File: src/isa_pkg.sv
package isa_pkg;

    // instruction opcodes
    typedef enum logic [7:0] {
        NO_OP       = 8'h00,
        ADD         = 8'h01,
        SUB         = 8'h02,
        AND         = 8'h03,
        OR          = 8'h04,
        NOT         = 8'h05,
        XOR         = 8'h06,
        RAND        = 8'h07,
        ROR         = 8'h08,
        RXOR        = 8'h09,
        LSL         = 8'h0A,
        LSR         = 8'h0B,
        ASL         = 8'h0C,
        ASR         = 8'h0D,
        CSL         = 8'h0E,
        CSR         = 8'h0F,
        INC         = 8'h10,
        DEC         = 8'h11,
        PUSH        = 8'hF9,
        POP         = 8'hFA,
        MOV_RA      = 8'hFD,
        MOV_AR      = 8'hFE,
        LOAD_MOV_RR = 8'hFF
    } opcode_t;

    typedef logic [4:0] reg_sel_t;

    localparam reg_sel_t SEL_NONE   = 5'd0;
    localparam reg_sel_t SEL_A      = 5'd1;
    localparam reg_sel_t SEL_B      = 5'd2;
    localparam reg_sel_t SEL_C      = 5'd3;
    localparam reg_sel_t SEL_D      = 5'd4;
    localparam reg_sel_t SEL_E      = 5'd5;
    localparam reg_sel_t SEL_F      = 5'd6;
    // R on reads, SS on writes
    localparam reg_sel_t SEL_R_SS   = 5'd7;
    // SP on writes, immediate data_i as ALU operand
    localparam reg_sel_t SEL_SP_IMM = 5'd8;

endpackage

File: src/dp_pkg.sv
package dp_pkg;

    localparam int WORD_W = 16;

    typedef logic [WORD_W-1:0] word_t;
    // result word plus carry bit
    typedef logic [WORD_W:0]   wide_t;
    typedef logic [3:0]        flag_t;

    // flag bit positions
    localparam int FLAG_OVF   = 0;
    localparam int FLAG_ZERO  = 1;
    localparam int FLAG_CARRY = 2;
    localparam int FLAG_STACK = 3;

    typedef enum logic [1:0] {
        STK_NONE,
        STK_PUSH,
        STK_POP
    } stack_op_t;

    typedef enum logic [1:0] {
        WR_NONE,
        WR_DATA,
        WR_COPY,
        WR_MEM
    } wr_src_t;

endpackage

File: src/ctrl_if.sv
`timescale 1ns/10ps

interface ctrl_if;

    logic                exec;
    isa_pkg::opcode_t    op;
    isa_pkg::reg_sel_t   sel_a;
    isa_pkg::reg_sel_t   sel_b;
    isa_pkg::reg_sel_t   sel_wr;
    dp_pkg::wr_src_t     wr_src;
    logic                out_en;
    logic                alu_en;
    dp_pkg::stack_op_t   stk_op;

    modport dec (
        output exec, op, sel_a, sel_b, sel_wr, wr_src, out_en, alu_en, stk_op
    );

    modport regs (
        input exec, sel_a, sel_b, sel_wr, wr_src, out_en, alu_en
    );

    modport alu (
        input exec, op, alu_en
    );

    modport stk (
        input exec, sel_wr, wr_src, stk_op
    );

endinterface

File: src/op_decoder.sv
`timescale 1ns/10ps

module op_decoder (
    input  logic              clk,
    input  logic              rst_ni,
    input  logic              req_i,
    output logic              ack_o,
    input  isa_pkg::opcode_t  op_i,
    input  isa_pkg::reg_sel_t sel1_i,
    input  isa_pkg::reg_sel_t sel2_i,
    ctrl_if.dec               ctrl
);

    typedef enum logic [1:0] {
        IDLE,
        EXEC,
        DONE
    } state_e;

    state_e            state_q;
    state_e            state_d;
    isa_pkg::opcode_t  op_q;
    isa_pkg::reg_sel_t sel1_q;
    isa_pkg::reg_sel_t sel2_q;

    always_comb begin
        state_d = state_q;
        case (state_q)
            IDLE:    if (req_i) state_d = EXEC;
            EXEC:    state_d = DONE;
            // wait here as long as the requester holds req high
            DONE:    if (!req_i) state_d = IDLE;
            default: state_d = IDLE;
        endcase
    end

    always_ff @(posedge clk or negedge rst_ni) begin
        if (!rst_ni) begin
            state_q <= IDLE;
            op_q    <= isa_pkg::NO_OP;
            sel1_q  <= isa_pkg::SEL_NONE;
            sel2_q  <= isa_pkg::SEL_NONE;
        end else begin
            state_q <= state_d;
            if (state_q == IDLE && req_i) begin
                op_q   <= op_i;
                sel1_q <= sel1_i;
                sel2_q <= sel2_i;
            end
        end
    end

    assign ack_o     = (state_q == DONE);
    assign ctrl.exec = (state_q == EXEC);

    always_comb begin
        ctrl.op     = op_q;
        ctrl.sel_a  = isa_pkg::SEL_NONE;
        ctrl.sel_b  = isa_pkg::SEL_NONE;
        ctrl.sel_wr = isa_pkg::SEL_NONE;
        ctrl.wr_src = dp_pkg::WR_NONE;
        ctrl.out_en = 1'b0;
        ctrl.alu_en = 1'b0;
        ctrl.stk_op = dp_pkg::STK_NONE;
        case (op_q)
            isa_pkg::ADD, isa_pkg::SUB, isa_pkg::AND, isa_pkg::OR, isa_pkg::XOR: begin
                ctrl.alu_en = 1'b1;
                ctrl.sel_a  = sel1_q;
                ctrl.sel_b  = sel2_q;
            end
            isa_pkg::NOT, isa_pkg::RAND, isa_pkg::ROR, isa_pkg::RXOR,
            isa_pkg::LSL, isa_pkg::LSR, isa_pkg::ASL, isa_pkg::ASR,
            isa_pkg::CSL, isa_pkg::CSR, isa_pkg::INC, isa_pkg::DEC: begin
                ctrl.alu_en = 1'b1;
                ctrl.sel_a  = sel1_q;
            end
            isa_pkg::PUSH: begin
                ctrl.sel_a  = sel1_q;
                ctrl.stk_op = dp_pkg::STK_PUSH;
            end
            isa_pkg::POP: begin
                ctrl.sel_wr = sel1_q;
                ctrl.wr_src = dp_pkg::WR_MEM;
                ctrl.stk_op = dp_pkg::STK_POP;
            end
            isa_pkg::MOV_RA: begin
                ctrl.sel_a  = sel1_q;
                ctrl.out_en = 1'b1;
            end
            isa_pkg::MOV_AR: begin
                ctrl.sel_wr = sel2_q;
                ctrl.wr_src = dp_pkg::WR_DATA;
            end
            isa_pkg::LOAD_MOV_RR: begin
                ctrl.sel_a  = sel1_q;
                ctrl.sel_wr = sel2_q;
                ctrl.wr_src = dp_pkg::WR_COPY;
            end
            default: ;
        endcase
    end

endmodule

File: src/reg_file.sv
`timescale 1ns/10ps

module reg_file #(
    parameter int DATA_W = 16
) (
    input  logic              clk,
    input  logic              rst_ni,
    ctrl_if.regs              ctrl,
    input  logic [DATA_W-1:0] data_i,
    input  logic [DATA_W:0]   result_i,
    input  logic [DATA_W-1:0] pop_data_i,
    input  logic              pop_ok_i,
    output logic [DATA_W-1:0] operand_a_o,
    output logic [DATA_W-1:0] operand_b_o,
    output logic [DATA_W-1:0] push_data_o,
    output logic [DATA_W-1:0] data_o
);

    // A..F at index 0..5
    logic [DATA_W-1:0] gpr_q [6];
    logic [DATA_W-1:0] r_q;
    logic [DATA_W-1:0] rd_a;
    logic [DATA_W-1:0] wr_data;
    logic              wr_en;

    function automatic logic [DATA_W-1:0] read_sel(isa_pkg::reg_sel_t sel,
                                                   logic [DATA_W-1:0] imm);
        if (sel >= isa_pkg::SEL_A && sel <= isa_pkg::SEL_F)
            return gpr_q[3'(sel - isa_pkg::SEL_A)];
        else if (sel == isa_pkg::SEL_R_SS)
            return r_q;
        else if (sel == isa_pkg::SEL_SP_IMM)
            return imm;
        return '0;
    endfunction

    // immediate only applies to ALU operands
    always_comb begin
        rd_a        = read_sel(ctrl.sel_a, '0);
        operand_a_o = read_sel(ctrl.sel_a, data_i);
        operand_b_o = read_sel(ctrl.sel_b, data_i);
    end

    assign push_data_o = rd_a;

    always_comb begin
        wr_data = data_i;
        wr_en   = 1'b0;
        case (ctrl.wr_src)
            dp_pkg::WR_DATA: wr_en = 1'b1;
            dp_pkg::WR_COPY: begin
                wr_data = rd_a;
                wr_en   = 1'b1;
            end
            dp_pkg::WR_MEM: begin
                wr_data = pop_data_i;
                wr_en   = pop_ok_i;
            end
            default: ;
        endcase
    end

    always_ff @(posedge clk or negedge rst_ni) begin
        if (!rst_ni) begin
            for (int i = 0; i < 6; i++) gpr_q[i] <= '0;
            r_q    <= '0;
            data_o <= '0;
        end else if (ctrl.exec) begin
            if (wr_en && ctrl.sel_wr >= isa_pkg::SEL_A && ctrl.sel_wr <= isa_pkg::SEL_F)
                gpr_q[3'(ctrl.sel_wr - isa_pkg::SEL_A)] <= wr_data;
            if (ctrl.alu_en)
                r_q <= result_i[DATA_W-1:0];
            if (ctrl.out_en)
                data_o <= rd_a;
        end
    end

endmodule

File: src/alu_unit.sv
`timescale 1ns/10ps

module alu_unit #(
    parameter int DATA_W = 16
) (
    input  logic              clk,
    input  logic              rst_ni,
    ctrl_if.alu               ctrl,
    input  logic [DATA_W-1:0] operand_a_i,
    input  logic [DATA_W-1:0] operand_b_i,
    output logic [DATA_W:0]   result_o,
    output logic [2:0]        flag_o
);

    localparam int MSB = DATA_W - 1;

    logic [DATA_W-1:0] a;
    logic [DATA_W-1:0] b;
    logic [DATA_W:0]   res;
    logic              ovf;

    assign a = operand_a_i;
    assign b = operand_b_i;

    always_comb begin
        res = '0;
        case (ctrl.op)
            isa_pkg::ADD:  res = {1'b0, a} + {1'b0, b};
            // top bit ends up as the borrow
            isa_pkg::SUB:  res = {1'b0, a} - {1'b0, b};
            isa_pkg::AND:  res = {1'b0, a & b};
            isa_pkg::OR:   res = {1'b0, a | b};
            isa_pkg::NOT:  res = {1'b0, ~a};
            isa_pkg::XOR:  res = {1'b0, a ^ b};
            isa_pkg::RAND: res = {{DATA_W{1'b0}}, &a};
            isa_pkg::ROR:  res = {{DATA_W{1'b0}}, |a};
            isa_pkg::RXOR: res = {{DATA_W{1'b0}}, ^a};
            isa_pkg::LSL:  res = {a, 1'b0};
            isa_pkg::ASL:  res = {a, 1'b0};
            isa_pkg::LSR:  res = {2'b00, a[MSB:1]};
            isa_pkg::ASR:  res = {1'b0, a[MSB], a[MSB:1]};
            isa_pkg::CSL:  res = {1'b0, a[MSB-1:0], a[MSB]};
            isa_pkg::CSR:  res = {1'b0, a[0], a[MSB:1]};
            isa_pkg::INC:  res = {1'b0, a + DATA_W'(1)};
            isa_pkg::DEC:  res = {1'b0, a - DATA_W'(1)};
            default:       res = '0;
        endcase
    end

    // signed overflow, only add and subtract can set it
    always_comb begin
        case (ctrl.op)
            isa_pkg::ADD: ovf = (a[MSB] == b[MSB]) && (res[MSB] != a[MSB]);
            isa_pkg::SUB: ovf = (a[MSB] != b[MSB]) && (res[MSB] != a[MSB]);
            default:      ovf = 1'b0;
        endcase
    end

    assign result_o = res;

    always_ff @(posedge clk or negedge rst_ni) begin
        if (!rst_ni) begin
            flag_o <= '0;
        end else if (ctrl.exec && ctrl.alu_en) begin
            flag_o[dp_pkg::FLAG_OVF]   <= ovf;
            flag_o[dp_pkg::FLAG_ZERO]  <= (res[MSB:0] == '0);
            flag_o[dp_pkg::FLAG_CARRY] <= res[DATA_W];
        end
    end

endmodule

File: src/stack_ctrl.sv
`timescale 1ns/10ps

module stack_ctrl #(
    parameter int DATA_W = 16
) (
    input  logic              clk,
    input  logic              rst_ni,
    ctrl_if.stk               ctrl,
    input  logic [DATA_W-1:0] data_i,
    input  logic [DATA_W-1:0] push_data_i,
    output logic [DATA_W-1:0] mem_addr_o,
    output logic              mem_we_o,
    output logic [DATA_W-1:0] mem_wdata_o,
    output logic              pop_ok_o,
    output logic              stack_flag_o
);

    logic [DATA_W-1:0] ss_q;
    logic [DATA_W-1:0] sp_q;
    logic              push_req;
    logic              pop_req;
    logic              push_ok;
    logic              pop_ok;
    logic              mov_en;
    logic [DATA_W-1:0] mov_data;

    assign push_req = ctrl.exec && (ctrl.stk_op == dp_pkg::STK_PUSH);
    assign pop_req  = ctrl.exec && (ctrl.stk_op == dp_pkg::STK_POP);
    // full at all ones, empty at zero
    assign push_ok  = push_req && (sp_q != '1);
    assign pop_ok   = pop_req && (sp_q != '0);

    assign mem_addr_o  = push_req ? ss_q + sp_q :
                         pop_req  ? ss_q + sp_q - 1'b1 : '0;
    assign mem_we_o    = push_ok;
    assign mem_wdata_o = push_data_i;
    assign pop_ok_o    = pop_ok;

    // SS and SP load from data_i, or from a register copy
    assign mov_en   = ctrl.exec && (ctrl.wr_src == dp_pkg::WR_DATA ||
                                    ctrl.wr_src == dp_pkg::WR_COPY);
    assign mov_data = (ctrl.wr_src == dp_pkg::WR_DATA) ? data_i : push_data_i;

    always_ff @(posedge clk or negedge rst_ni) begin
        if (!rst_ni) begin
            ss_q         <= '0;
            sp_q         <= '0;
            stack_flag_o <= 1'b0;
        end else begin
            if (mov_en && ctrl.sel_wr == isa_pkg::SEL_R_SS)
                ss_q <= mov_data;
            if (mov_en && ctrl.sel_wr == isa_pkg::SEL_SP_IMM)
                sp_q <= mov_data;
            else if (push_ok)
                sp_q <= sp_q + 1'b1;
            else if (pop_ok)
                sp_q <= sp_q - 1'b1;
            if (push_req || pop_req)
                stack_flag_o <= !(push_ok || pop_ok);
        end
    end

endmodule

File: src/alu_datapath.sv
`timescale 1ns/10ps

module alu_datapath (
    input  logic              clk,
    input  logic              rst_ni,
    input  logic              req_i,
    output logic              ack_o,
    input  isa_pkg::opcode_t  op_i,
    input  isa_pkg::reg_sel_t sel1_i,
    input  isa_pkg::reg_sel_t sel2_i,
    input  dp_pkg::word_t     data_i,
    output dp_pkg::word_t     data_o,
    output dp_pkg::flag_t     flag_o,
    output dp_pkg::word_t     mem_addr_o,
    output logic              mem_we_o,
    output dp_pkg::word_t     mem_wdata_o,
    input  dp_pkg::word_t     mem_rdata_i
);

    localparam int DATA_W = dp_pkg::WORD_W;

    dp_pkg::wide_t alu_result;
    dp_pkg::word_t operand_a;
    dp_pkg::word_t operand_b;
    dp_pkg::word_t push_data;
    logic          pop_ok;
    logic          stack_flag;
    logic [2:0]    alu_flag;

    ctrl_if ctrl ();

    op_decoder op_decoder_i (
        .clk    (clk),
        .rst_ni (rst_ni),
        .req_i  (req_i),
        .ack_o  (ack_o),
        .op_i   (op_i),
        .sel1_i (sel1_i),
        .sel2_i (sel2_i),
        .ctrl   (ctrl.dec)
    );

    reg_file #(.DATA_W(DATA_W)) reg_file_i (
        .clk         (clk),
        .rst_ni      (rst_ni),
        .ctrl        (ctrl.regs),
        .data_i      (data_i),
        .result_i    (alu_result),
        .pop_data_i  (mem_rdata_i),
        .pop_ok_i    (pop_ok),
        .operand_a_o (operand_a),
        .operand_b_o (operand_b),
        .push_data_o (push_data),
        .data_o      (data_o)
    );

    alu_unit #(.DATA_W(DATA_W)) alu_unit_i (
        .clk         (clk),
        .rst_ni      (rst_ni),
        .ctrl        (ctrl.alu),
        .operand_a_i (operand_a),
        .operand_b_i (operand_b),
        .result_o    (alu_result),
        .flag_o      (alu_flag)
    );

    stack_ctrl #(.DATA_W(DATA_W)) stack_ctrl_i (
        .clk          (clk),
        .rst_ni       (rst_ni),
        .ctrl         (ctrl.stk),
        .data_i       (data_i),
        .push_data_i  (push_data),
        .mem_addr_o   (mem_addr_o),
        .mem_we_o     (mem_we_o),
        .mem_wdata_o  (mem_wdata_o),
        .pop_ok_o     (pop_ok),
        .stack_flag_o (stack_flag)
    );

    assign flag_o[dp_pkg::FLAG_CARRY:dp_pkg::FLAG_OVF] = alu_flag;
    assign flag_o[dp_pkg::FLAG_STACK]                  = stack_flag;

endmodule

File: config.mk
export PLATFORM = sky130hd
export DESIGN_NAME = alu_datapath
export DESIGN_NICKNAME = d
export VERILOG_FILES = /design/src/isa_pkg.sv /design/src/dp_pkg.sv /design/src/ctrl_if.sv /design/src/op_decoder.sv /design/src/reg_file.sv /design/src/alu_unit.sv /design/src/stack_ctrl.sv /design/src/alu_datapath.sv
export SDC_FILE = /design/constraint.sdc
export NUM_CORES = 1
export LEC_CHECK = 0
export ABC_AREA = 0
export ABC_CLOCK_PERIOD_IN_PS = 19200
export BUFFER_PORTS_ARGS = -buffer_cell sky130_fd_sc_hd__buf_2
export CORE_ASPECT_RATIO = 0.6
export CORE_MARGIN = 2
export CORE_UTILIZATION = 47
export CTS_CLUSTER_SIZE = 30
export DETAILED_ROUTE_END_ITERATION = 8
export PLACE_DENSITY_LB_ADDON = 0.25
export REMOVE_ABC_BUFFERS = 1
export SETUP_SLACK_MARGIN = 0.3
export SYNTH_ARGS = -nofsm -noshare
export SYNTH_HDL_FRONTEND = slang
export SYNTH_SLANG_ARGS = --single-unit
File: constraint.sdc
create_clock -name clk -period 19.2 [get_ports clk]
set_input_delay 0.96 -clock clk [delete_from_list [all_inputs] [get_ports clk]]
set_output_delay 0.96 -clock clk [all_outputs]
set_load 0.1 [all_outputs]
# Word level (Yosys, flattened, before mapping)
# Cells that the tools add are included.
# totals
register_bits	184
in_bits	53
output_inout_bits	54
word_cells	169
# op_classes
addsub	11
order_cmp	10
eq_ne	41
mux	47
bitwise	7
n_reduce_logical	37
# ops
operator	n
16-bit two-way mux	23
17-bit case mux with 16 select lines	1
16-bit binary-select mux with 3-bit select	2
96-bit bitwise mux	1
8-bit by 4-bit equality test with 1-bit output, second input constant	8
16-bit demux with 3-bit select	1
16-bit by 1-bit subtractor with 16-bit output, second input constant	3
8-bit equality test, second input constant	5
16-bit by 1-bit adder with 16-bit output, second input constant	2
8-bit by 3-bit equality test with 1-bit output, second input constant	4
16-bit case mux with 2 select lines	1
20-bit OR reduction	1
16-bit by 16-bit adder with 17-bit output	1
17-bit OR reduction	1
16-bit by 16-bit subtractor with 17-bit output	1
16-bit adder	1
16-bit AND	1
8-bit by 2-bit equality test with 1-bit output, second input constant	2
8-bit by 5-bit equality test with 1-bit output, second input constant	2
1-bit logical AND	16
16-bit zero test	1
16-bit inequality test, second input constant	1
16-bit NOT	1
16-bit OR	1
other kinds (33)	72

# Logic depth before layout (Yosys ltp)
# Gate-level depths: netlist (run 1).
# depth
depth_word	15
ltp_mapped	33
mapped_depth_nobuf	29

# Modules after synthesis
# Synthesis (run 1) repeated with hierarchy kept, for this count alone.
# hier_totals
cells_unflattened	1726
hier_area_um2	16654.7
# by_module_without_submodules
mod	instances	cells_each	area_each_um2	seq_area_each_um2
reg_file	1	639	8065.2	3203.1
alu_unit	1	556	3893.7	75.1
stack_ctrl	1	442	3692.3	825.8
op_decoder	1	88	996.0	500.5
alu_datapath	1	1	7.5	0.0

# Worst setup path before layout (run 1)
# No wires, ideal clock.
# synth_timing
path_type	register -> register
startpoint	reg op_decoder_i.op_q[3] (netlist: op_decoder_i.ctrl.op[3])
endpoint	reg alu_unit_i.flag_o[1]
setup_ps	104
arrival_time_ps	7155
t_required_ps	19096
setup_slack_ps	11942
path_stages_with_launch	31
n_path_buf	4
synth_period_minus_slack_ps	7258
path_cell_list	dfrtp_1 or4_1 buf_6 or4_4 buf_6 nor2_8 buf_1 ha_1 nand2_1 nor2_1 a31oi_1 a2111oi_1 buf_2 nand2_1 o21ai_2 inv_1 ha_1 mux2i_1 fa_1 a211oi_1 nor2_1 o211ai_1 nand2_1 or3_1 nand3_1 o211ai_1 a21oi_1 o221a_2 nand3_1 or4_1 o41ai_2
# synth_via
elab_chain_cells	13
elab_cells_between_ends	73
cone_classes	add/sub: 6; order compare: 4; eq/ne: 24; mux: 22; bitwise: 6; reduce/logical: 11
# synth_lines
element	line_no	rtl
start: declaration	op_decoder.sv:22	isa_pkg::opcode_t op_q;
start signal: assignment	op_decoder.sv:40	op_q <= isa_pkg::NO_OP;
start signal: assignment	op_decoder.sv:46	op_q <= op_i;
8-bit equality test, or another cell as far along	op_decoder.sv:65	case (op_q)
20-bit OR reduction (no source line) or 5-bit OR reduction (tied branches)	--	
5-bit two-way mux	op_decoder.sv:65	
3-bit by 1-bit subtractor with 3-bit output	reg_file.sv:29	return gpr_q[3'(sel - isa_pkg::SEL_A)];
3-bit NOT with 4-bit output (not written as such)	reg_file.sv:29	
16-bit binary-select mux with 3-bit select	reg_file.sv:29	
16-bit two-way mux (not written as such) (2 in a row)	reg_file.sv:29	
16-bit two-way mux	reg_file.sv:28	if (sel >= isa_pkg::SEL_A && sel <= isa_pkg::SEL_F)
16-bit two-way mux	reg_file.sv:34	return '0;
16-bit by 1-bit subtractor with 16-bit output, or another cell as far along	alu_unit.sv:45	isa_pkg::DEC: res = {1'b0, a - DATA_W'(1)};
17-bit case mux with 16 select lines	alu_unit.sv:27	case (ctrl.op)
16-bit zero test	alu_unit.sv:66	flag_o[dp_pkg::FLAG_ZERO] <= (res[MSB:0] == '0);
end signal: indexed assignment	alu_unit.sv:65	flag_o[dp_pkg::FLAG_OVF] <= ovf;
end signal: indexed assignment	alu_unit.sv:66	
end signal: indexed assignment	alu_unit.sv:67	flag_o[dp_pkg::FLAG_CARRY] <= res[DATA_W];
end: declaration	alu_unit.sv:12	output logic [2:0] flag_o
# Several ways; a longest one is shown, not always the timed one. The select of a mux whose other input is x is not followed.
# A chain may end at the register's enable or synchronous reset.

# Worst setup path after layout (run 1)
# Ends and elaborated chain as after synthesis.

==> impl_metrics.tcl, run 1 <==
set metrics [dict create \
    num_antenna_cells 0 \
    cp.arrival_ns 9.69 \
    start_util_pct 47.7 \
    fmax_ghz 0.107 \
    syn_area_per_cell_sq_um 8.32 \
    drive_gt1_share_pct 15.1 \
    drc 0 \
    yosysTopAreaCell "dfrtp_1" \
    hp-class "input pin to asynchronous set/reset pin" \
    io_pins 107 \
    rows 53 \
    ys_ff_latch 184 \
    num_vias 17000 \
    ant_nets 0 \
    critPathKind "flop to flop" \
    p_int_mw 1.05 \
    r2r_slack_ns 9.88 \
    clk_latency_ns 0.47 \
    grt.overflow.total 0 \
    wl_per_cell_microns 27.5 \
    layout_commonest_cell "nand2_1" \
    rsz0062_at_grt "no" \
    area_growth_pct 9.69 \
    cellLeakagePower_nw 8.25 \
    placed_cell_area_sq_um 17700 \
    syn_inst 2008 \
    n_fill_cell 3317 \
    io_buffers 106 \
    synth_edf_count 0 \
    worst-path-max-fanout 20 \
    antenna_found_initial 0 \
    status "completed" \
    cp.required_ns 19.57 \
    ys_top_cells_by_area "dfrtp_1 28%, ha_1 9.5%, o21ai_0 6.0%" \
    clk_pin_slew_ns 0.08 \
    postCtsSetupBuffers 0 \
    gr-usage-all-layers_pct 37.8 \
    cts_tree "done" \
    pwr-share-comb_pct 58.5 \
    die_h_microns 150 \
    drt_wl_total_microns 69800 \
    finalCritPeriodShare_pct 48.5 \
    fin_area_sq_um 18300 \
    synth_xor_xnor_area_share_pct 4.14 \
    synth_compound_area_share_pct 27.1 \
    worst_pin_slew_ns 1.37 \
    gp_congestion 1.09 \
    htreeDepth 4 \
    ctsResizeCount 0 \
    ys_types 104 \
    netlist_area_sq_um 16700 \
    grt_pass1_vias 15300 \
    nets 2245 \
    finalSetupTns_ns 0 \
    synth_fa_ha_area_share_pct 9.99 \
    clock_sinks 184 \
    cts_hold_buffers 0 \
    grt_start_max_net_pins 68 \
    place.detailed.hpwl_microns 54900 \
    vdd_ir_drop_max_mv 0.0834 \
    grt_pass1_wl_microns 103000 \
    clockPowerShare_pct 17.0 \
    power_density_nw_per_um2 120 \
    first_pass_iters 6 \
    dr.first_iter.drc_count 2584 \
    synth_top_family_by_area "compound AO/OA/AOI/OAI gates" \
    power.share.switching_pct 52.2 \
    cp-end-kind "flop" \
    die_x_microns 247 \
    layout_common_cells "267 x nand2_1, 202 x o21ai_0, 184 x dfrtp_1" \
    switching_power_mw 1.14 \
    total_power_mw 2.19 \
    coreArea_sq_um 35000 \
    hold_viol 0 \
    seqPwrFrac_pct 24.5 \
    fp.dieArea_sq_um 37100 \
    clock_path_buffers 2 \
    setup_viol 0 \
    cap_violations 0 \
    finalCriticalPeriod_ns 9.32 \
    yosys.area_share.simple_pct 18.0 \
    relSlewSlack_pct 8.28 \
    synth_top_area_share_pct 27.6 \
    synth_mux_area_share_pct 8.63 \
    viasPerCell 6.71 \
    cp-start-kind "flop" \
    ys.flop_type "dfrtp_1" \
    cts_buffers 17 \
    ys_seq_area_share_pct 27.6 \
    cts-root-buf "clkbuf_16" \
    synth_warnings 0 \
    async_flop_share_pct 100 \
    drv_slew 0 \
    finalClockSkew_ns 0.0168 \
]
## metrics by stage
stage | util [%] | std cells | worst slack, ns | hold slack (ns)
after floorplan | - | 1890 | 10.18 | 0.454
after global routing | 52.4 | 2541 | 9.68 | 0.485
after global placement | 50.6 | 2509 | 10.54 | 0.469
after CTS | 52.4 | 2541 | 10.24 | 0.460
final | 52.4 | 2541 | 9.88 | 0.456
after detailed placement | 50.6 | 2509 | 10.28 | 0.478
## Yosys cell counts (7+ instances only)
library cell,number
a2111oi_0,21
a211oi_1,20
a21o_1,34
a21oi_1,115
a221o_1,9
a221oi_1,26
a22o_1,20
a31oi_1,20
and2_1,14
and3_1,35
buf_1,10
buf_2,14
clkbuf_1,88
dfrtp_1,184
ha_1,127
inv_1,68
mux2_2,53
mux2i_1,62
nand2_1,267
nand2b_1,8
nand3_1,53
nand4_1,19
nor2_1,115
nor2b_1,16
nor3_1,41
nor4_1,10
o211ai_1,36
o21a_1,13
o21ai_0,202
o21ai_1,13
o21bai_1,9
o221ai_1,9
o22ai_1,15
o31a_1,9
o31ai_1,11
or2_2,7
or3_1,7
xnor2_1,51
xor2_1,28
## routing by layer
metal | vias up | track usage, % | routed length (microns) | share of wire [%]
met4 | 0 | 7.19 | 1240 | 1.8
met5 | - | 0 | 0 | 0
li1 | 7548 | - | - | -
met3 | 86 | 12.4 | 9550 | 14
met1 | 8410 | 60.5 | 33000 | 47
met2 | 1005 | 47.8 | 25900 | 37
## cell families (layout without fill, tap and decap cells)
logic type | after synthesis | in the layout
and+or+nand+nor | 630 | 630
DFF | 184 | 184
AOI/OAI and AO/OA | 668 | 668
buffers and inverters | 188 | 254
muxes | 128 | 128
adders and majority gates | 131 | 131
xor gates and xnor gates | 79 | 79
## state kept, by name (all words and copies together), names as in the netlist
register,cells
alu_unit_i.flag_o,3
reg_file_i.gpr_q,96
reg_file_i.r_q,16
stack_ctrl_i.stack_flag_o,1
op_decoder_i.sel1_q,5
op_decoder_i.state_q,2
stack_ctrl_i.sp_q,16
reg_file_i.data_o,16
stack_ctrl_i.ss_q,16
op_decoder_i.sel2_q,5
op_decoder_i.ctrl.op,8
## worst paths after layout
kind,end,start,cells past startpoint
setup / recovery,alu_unit_i.flag_o[1],op_decoder_i.ctrl.op[3],27
hold / removal,reg_file_i.gpr_q[54],rst_ni,1
setup reg to reg,alu_unit_i.flag_o[1],op_decoder_i.ctrl.op[3],27
hold reg to reg,stack_ctrl_i.ss_q[14],stack_ctrl_i.ss_q[14],2
max in group asynchronous,reg_file_i.r_q[12],rst_ni,2
min in group clk,stack_ctrl_i.ss_q[14],stack_ctrl_i.ss_q[14],2
## area by class of cell
cell class | count | area [sq um] | share of cell area, %
sequential | 184 | 4600 | 25.1
timing repair buffer | 152 | 885 | 4.83
clock buffer | 17 | 425 | 2.32
clock inverter | 15 | 180 | 0.983
multi-input combinational | 1636 | 11400 | 62.1
tap | 467 | 584 | 3.19
inverter | 70 | 265 | 1.45
## power groups by stage
stage / registers [mW] / clock network [mW] / logic (mW)
detailed placement: 0.535 / 0 / 1.23
global route: 0.540 / 0.393 / 1.37
CTS: 0.528 / 0.376 / 1.23
floorplan: 0.530 / 0 / 0.835
global placement: 0.533 / 0 / 1.21
finish: 0.537 / 0.373 / 1.28
## critical path, cell delays in order (launching register included)
cell and delay (ns):
dfrtp_1 0.42, or4_1 0.77, nor3_4 0.39, o21ai_1 0.47, o21ai_4 0.20, buf_4 0.38, inv_4 0.19, ha_1 0.25
inv_1 0.29, nand2_1 0.24, a21oi_1 0.44, a32oi_4 0.20, a21oi_1 0.36, a2111oi_2 0.18, nor2_1 0.66, inv_1 0.22
fa_1 0.49, nor2b_1 0.21, o2111ai_1 0.14, nand2_1 0.23, a31oi_1 0.19, o21ai_0 0.33, xor2_1 0.13, a221oi_1 0.31
o21ai_0 0.15, or4_1 0.45, or4_1 0.55, o41ai_2 0.32
No activity file was read; power rests on OpenSTA's default activity.
==> inputs of run 2 (changes only) <==
--- a/config.mk
+++ b/config.mk
@@ -5,8 +5,8 @@
 export SDC_FILE = /design/constraint.sdc
 export NUM_CORES = 1
 export LEC_CHECK = 0
-export ABC_AREA = 0
-export ABC_CLOCK_PERIOD_IN_PS = 19200
+export ABC_AREA = 1
+export ABC_CLOCK_PERIOD_IN_PS = 8400
 export BUFFER_PORTS_ARGS = -buffer_cell sky130_fd_sc_hd__buf_2
 export CORE_ASPECT_RATIO = 0.6
 export CORE_MARGIN = 2
==> constraint.sdc (replaced) <==
create_clock -name clk -period 8.4 [get_ports clk]
set_input_delay 0.42 -clock clk [delete_from_list [all_inputs] [get_ports clk]]
set_output_delay 0.42 -clock clk [all_outputs]
set_load 0.1 [all_outputs]
==> run 2 against run 1 <==
Final cell count grew 18%; sequential share of layout area grew 0.67 points; worst hold slack lost 0.30 ns; register-to-register slack lost 9.1 ns; cell area shrank 2.6%; first-iteration DRC count shrank 4.6%; count of clock-buffer cells in the layout grew 3; via count grew 3.5%; wire length shrank 9.8%; non-clock buffer count shrank 15; core utilization grew 0.21 points; clock skew grew 0.0057 ns.
==> impl_metrics.tcl, run 2 <==
set metrics [dict create \
    clk_latency_ns 0.47 \
    clock_path_buffers 2 \
    die_x_microns 245 \
    synth_common_cells "619 x nand2_1, 273 x inv_1, 269 x nor2_1" \
    ys_ff_latch 184 \
    finalCritPeriodShare_pct 90.2 \
    cap_violations 0 \
    largest_register_ffs 96 \
    postCtsSetupBuffers 0 \
    cts_tree "done" \
    die_h_microns 148 \
    synth_xor_xnor_area_share_pct 2.36 \
    worst-path-max-fanout 73 \
    dr.first_iter.drc_count 2465 \
    place.detailed.hpwl_microns 48800 \
    top_register "reg_file_i.gpr_q" \
    yosys.area_share.simple_pct 29.4 \
    ys.flop_type "dfrtp_1" \
    yosysMostFrequentCell "nand2_1" \
    cp-end-kind "flop" \
    timing.hold.ws_ns 0.153 \
    first_pass_iters 5 \
    hold_viol 0 \
    busiest_layer "met1" \
    critPathKind "flop to flop" \
    drt_wl_total_microns 62900 \
    drv_slew 0 \
    fmax_ghz 0.132 \
    regArea_sq_um 4600 \
    syn_inst 2470 \
    num_vias 17600 \
    ys_types 59 \
    gr-usage-all-layers_pct 34.7 \
    io_pins 107 \
    ant_nets 0 \
    rows 52 \
    htreeDepth 4 \
    cp-start-kind "flop" \
    synth_top_area_share_pct 28.2 \
    synth_compound_area_share_pct 19.8 \
    start_util_pct 48.1 \
    hp-class "input pin to flop" \
    viasPerCell 5.87 \
    antenna_found_initial 1 \
    clock_sinks 184 \
    grt_pass1_vias 15900 \
    critical-path-max-stage-delay_ns 0.55 \
    cts_hold_buffers 1 \
    cts-root-buf "clkbuf_16" \
    status "completed" \
    netlist_area_sq_um 16300 \
    syn_area_per_cell_sq_um 6.61 \
    layout_common_cells "619 x nand2_1, 273 x inv_1, 267 x nor2_1" \
    grt_use_met2_pct 45.0 \
    worst_pin_slew_ns 1.17 \
    layout_commonest_cell "nand2_1" \
    ctsResizeCount 0 \
    yosysTopAreaCell "dfrtp_1" \
    crit_path_frequent_cell "nand3_1" \
    n_fill_cell 3466 \
    nets 2716 \
    gp_congestion 1.03 \
    async_flop_share_pct 100 \
    cp.arrival_ns 7.99 \
    area_growth_pct 9.36 \
    use_met1_pct 54.3 \
    drive_gt1_share_pct 9.82 \
    grt_pass1_wl_microns 96000 \
    cp.required_ns 8.82 \
    clk_pin_slew_ns 0.09 \
    finalClockSkew_ns 0.0225 \
    finalCriticalPeriod_ns 7.57 \
    rsz0062_at_grt "no" \
    coreArea_sq_um 34000 \
    fp.dieArea_sq_um 36300 \
    synth_fa_ha_area_share_pct 10.2 \
    wl_per_cell_microns 20.9 \
    synth_warnings 0 \
    cts_buffers 17 \
    synth_edf_count 0 \
    synth_top_family_by_area "simple AND/OR/NAND/NOR gates" \
    use_met3_pct 10.6 \
    grt.overflow.total 0 \
    synth_mux_area_share_pct 0.192 \
    drc 0 \
    grt_start_max_net_pins 74 \
    ys_seq_area_share_pct 28.2 \
    multiInputGateArea_sq_um 10100 \
    io_buffers 106 \
    cp_slowest_cell "inv_2" \
    finalSetupTns_ns 0 \
    setup_viol 0 \
    relSlewSlack_pct 21.4 \
    ys_top_cells_by_area "dfrtp_1 28%, nand2_1 14%, ha_1 9.7%" \
]
run 2: cell types whose count changed in the layout (fill, tap and decap cells not counted), moves of 40 or more:
cell / change
nor2_1: +153
o21ai_0: +40
nand3_1: +98
mux2_2: -52
mux2i_1: -59
inv_1: +205
nand2_1: +352
run 2: worst paths after layout:
check | startpoint | end | slack, ns | cells past startpoint
setup / recovery | op_decoder_i.ctrl.op[1] | alu_unit_i.flag_o[1] | 0.83 | 32
hold / removal | op_i[3] | op_decoder_i.ctrl.op[3] | 0.15 | 3
min in group asynchronous | rst_ni | stack_ctrl_i.ss_q[15] | 0.49 | 2
setup reg to reg | op_decoder_i.ctrl.op[1] | alu_unit_i.flag_o[1] | 0.83 | 32
hold reg to reg | alu_unit_i.flag_o[2] | alu_unit_i.flag_o[2] | 0.49 | 2
max in group asynchronous | rst_ni | reg_file_i.gpr_q[20] | 5.85 | 4
run 2: routing by layer:
layer / vias up / share of wire [%]
met1: 8234 / 47
met5: - / 0
met2: 1022 / 37
li1: 8293 / -
met4: 0 / 2.4
met3: 97 / 13
run 2: logic make-up (layout without fill, tap and decap cells):
| family | after synthesis | count (layout) |
|---|---|---|
| flops | 184 | 184 |
| xor+xnor | 44 | 44 |
| compound gates | 565 | 565 |
| other cells | 0 | 1 |
| simple gates | 1143 | 1143 |
| fa+ha+maj | 131 | 131 |
| mux | 3 | 3 |
| buf+inv | 400 | 475 |
run 2: area by class of cell:
class / count / area share, %
antenna: 1 / 0.0140
sequential: 184 / 25.8
clock inverter: 12 / 0.862
timing repair buffer: 137 / 4.34
clock buffer: 20 / 2.56
inverter: 306 / 6.43
multi-input combinational: 1886 / 56.8
tap: 459 / 3.22
run 2: through the flow:
stage,instance area [sq um],instances,setup slack [ns],utilization (%)
floorplan,15900,2376,2.20,-
global placement,17200,2971,1.32,50.7
detailed placement,17200,2971,1.23,50.7
CTS,17900,3004,1.20,52.6
global route,17900,3004,0.426,52.6
finish,17900,3005,0.826,52.6
run 2: critical path: cells and delay by family, from the launching register on:
kind	cells	cell delay, ns
DFF	1	0.49
adders and majority gates	3	1.20
buffers and inverters	4	1.30
AOI/OAI and AO/OA	1	0.23
and+or+nand+nor	24	4.27
Power of run 2 is left out: the tool's default activity adds up to more than one toggle a clock period on the data nets, which glitch-free logic cannot reach.
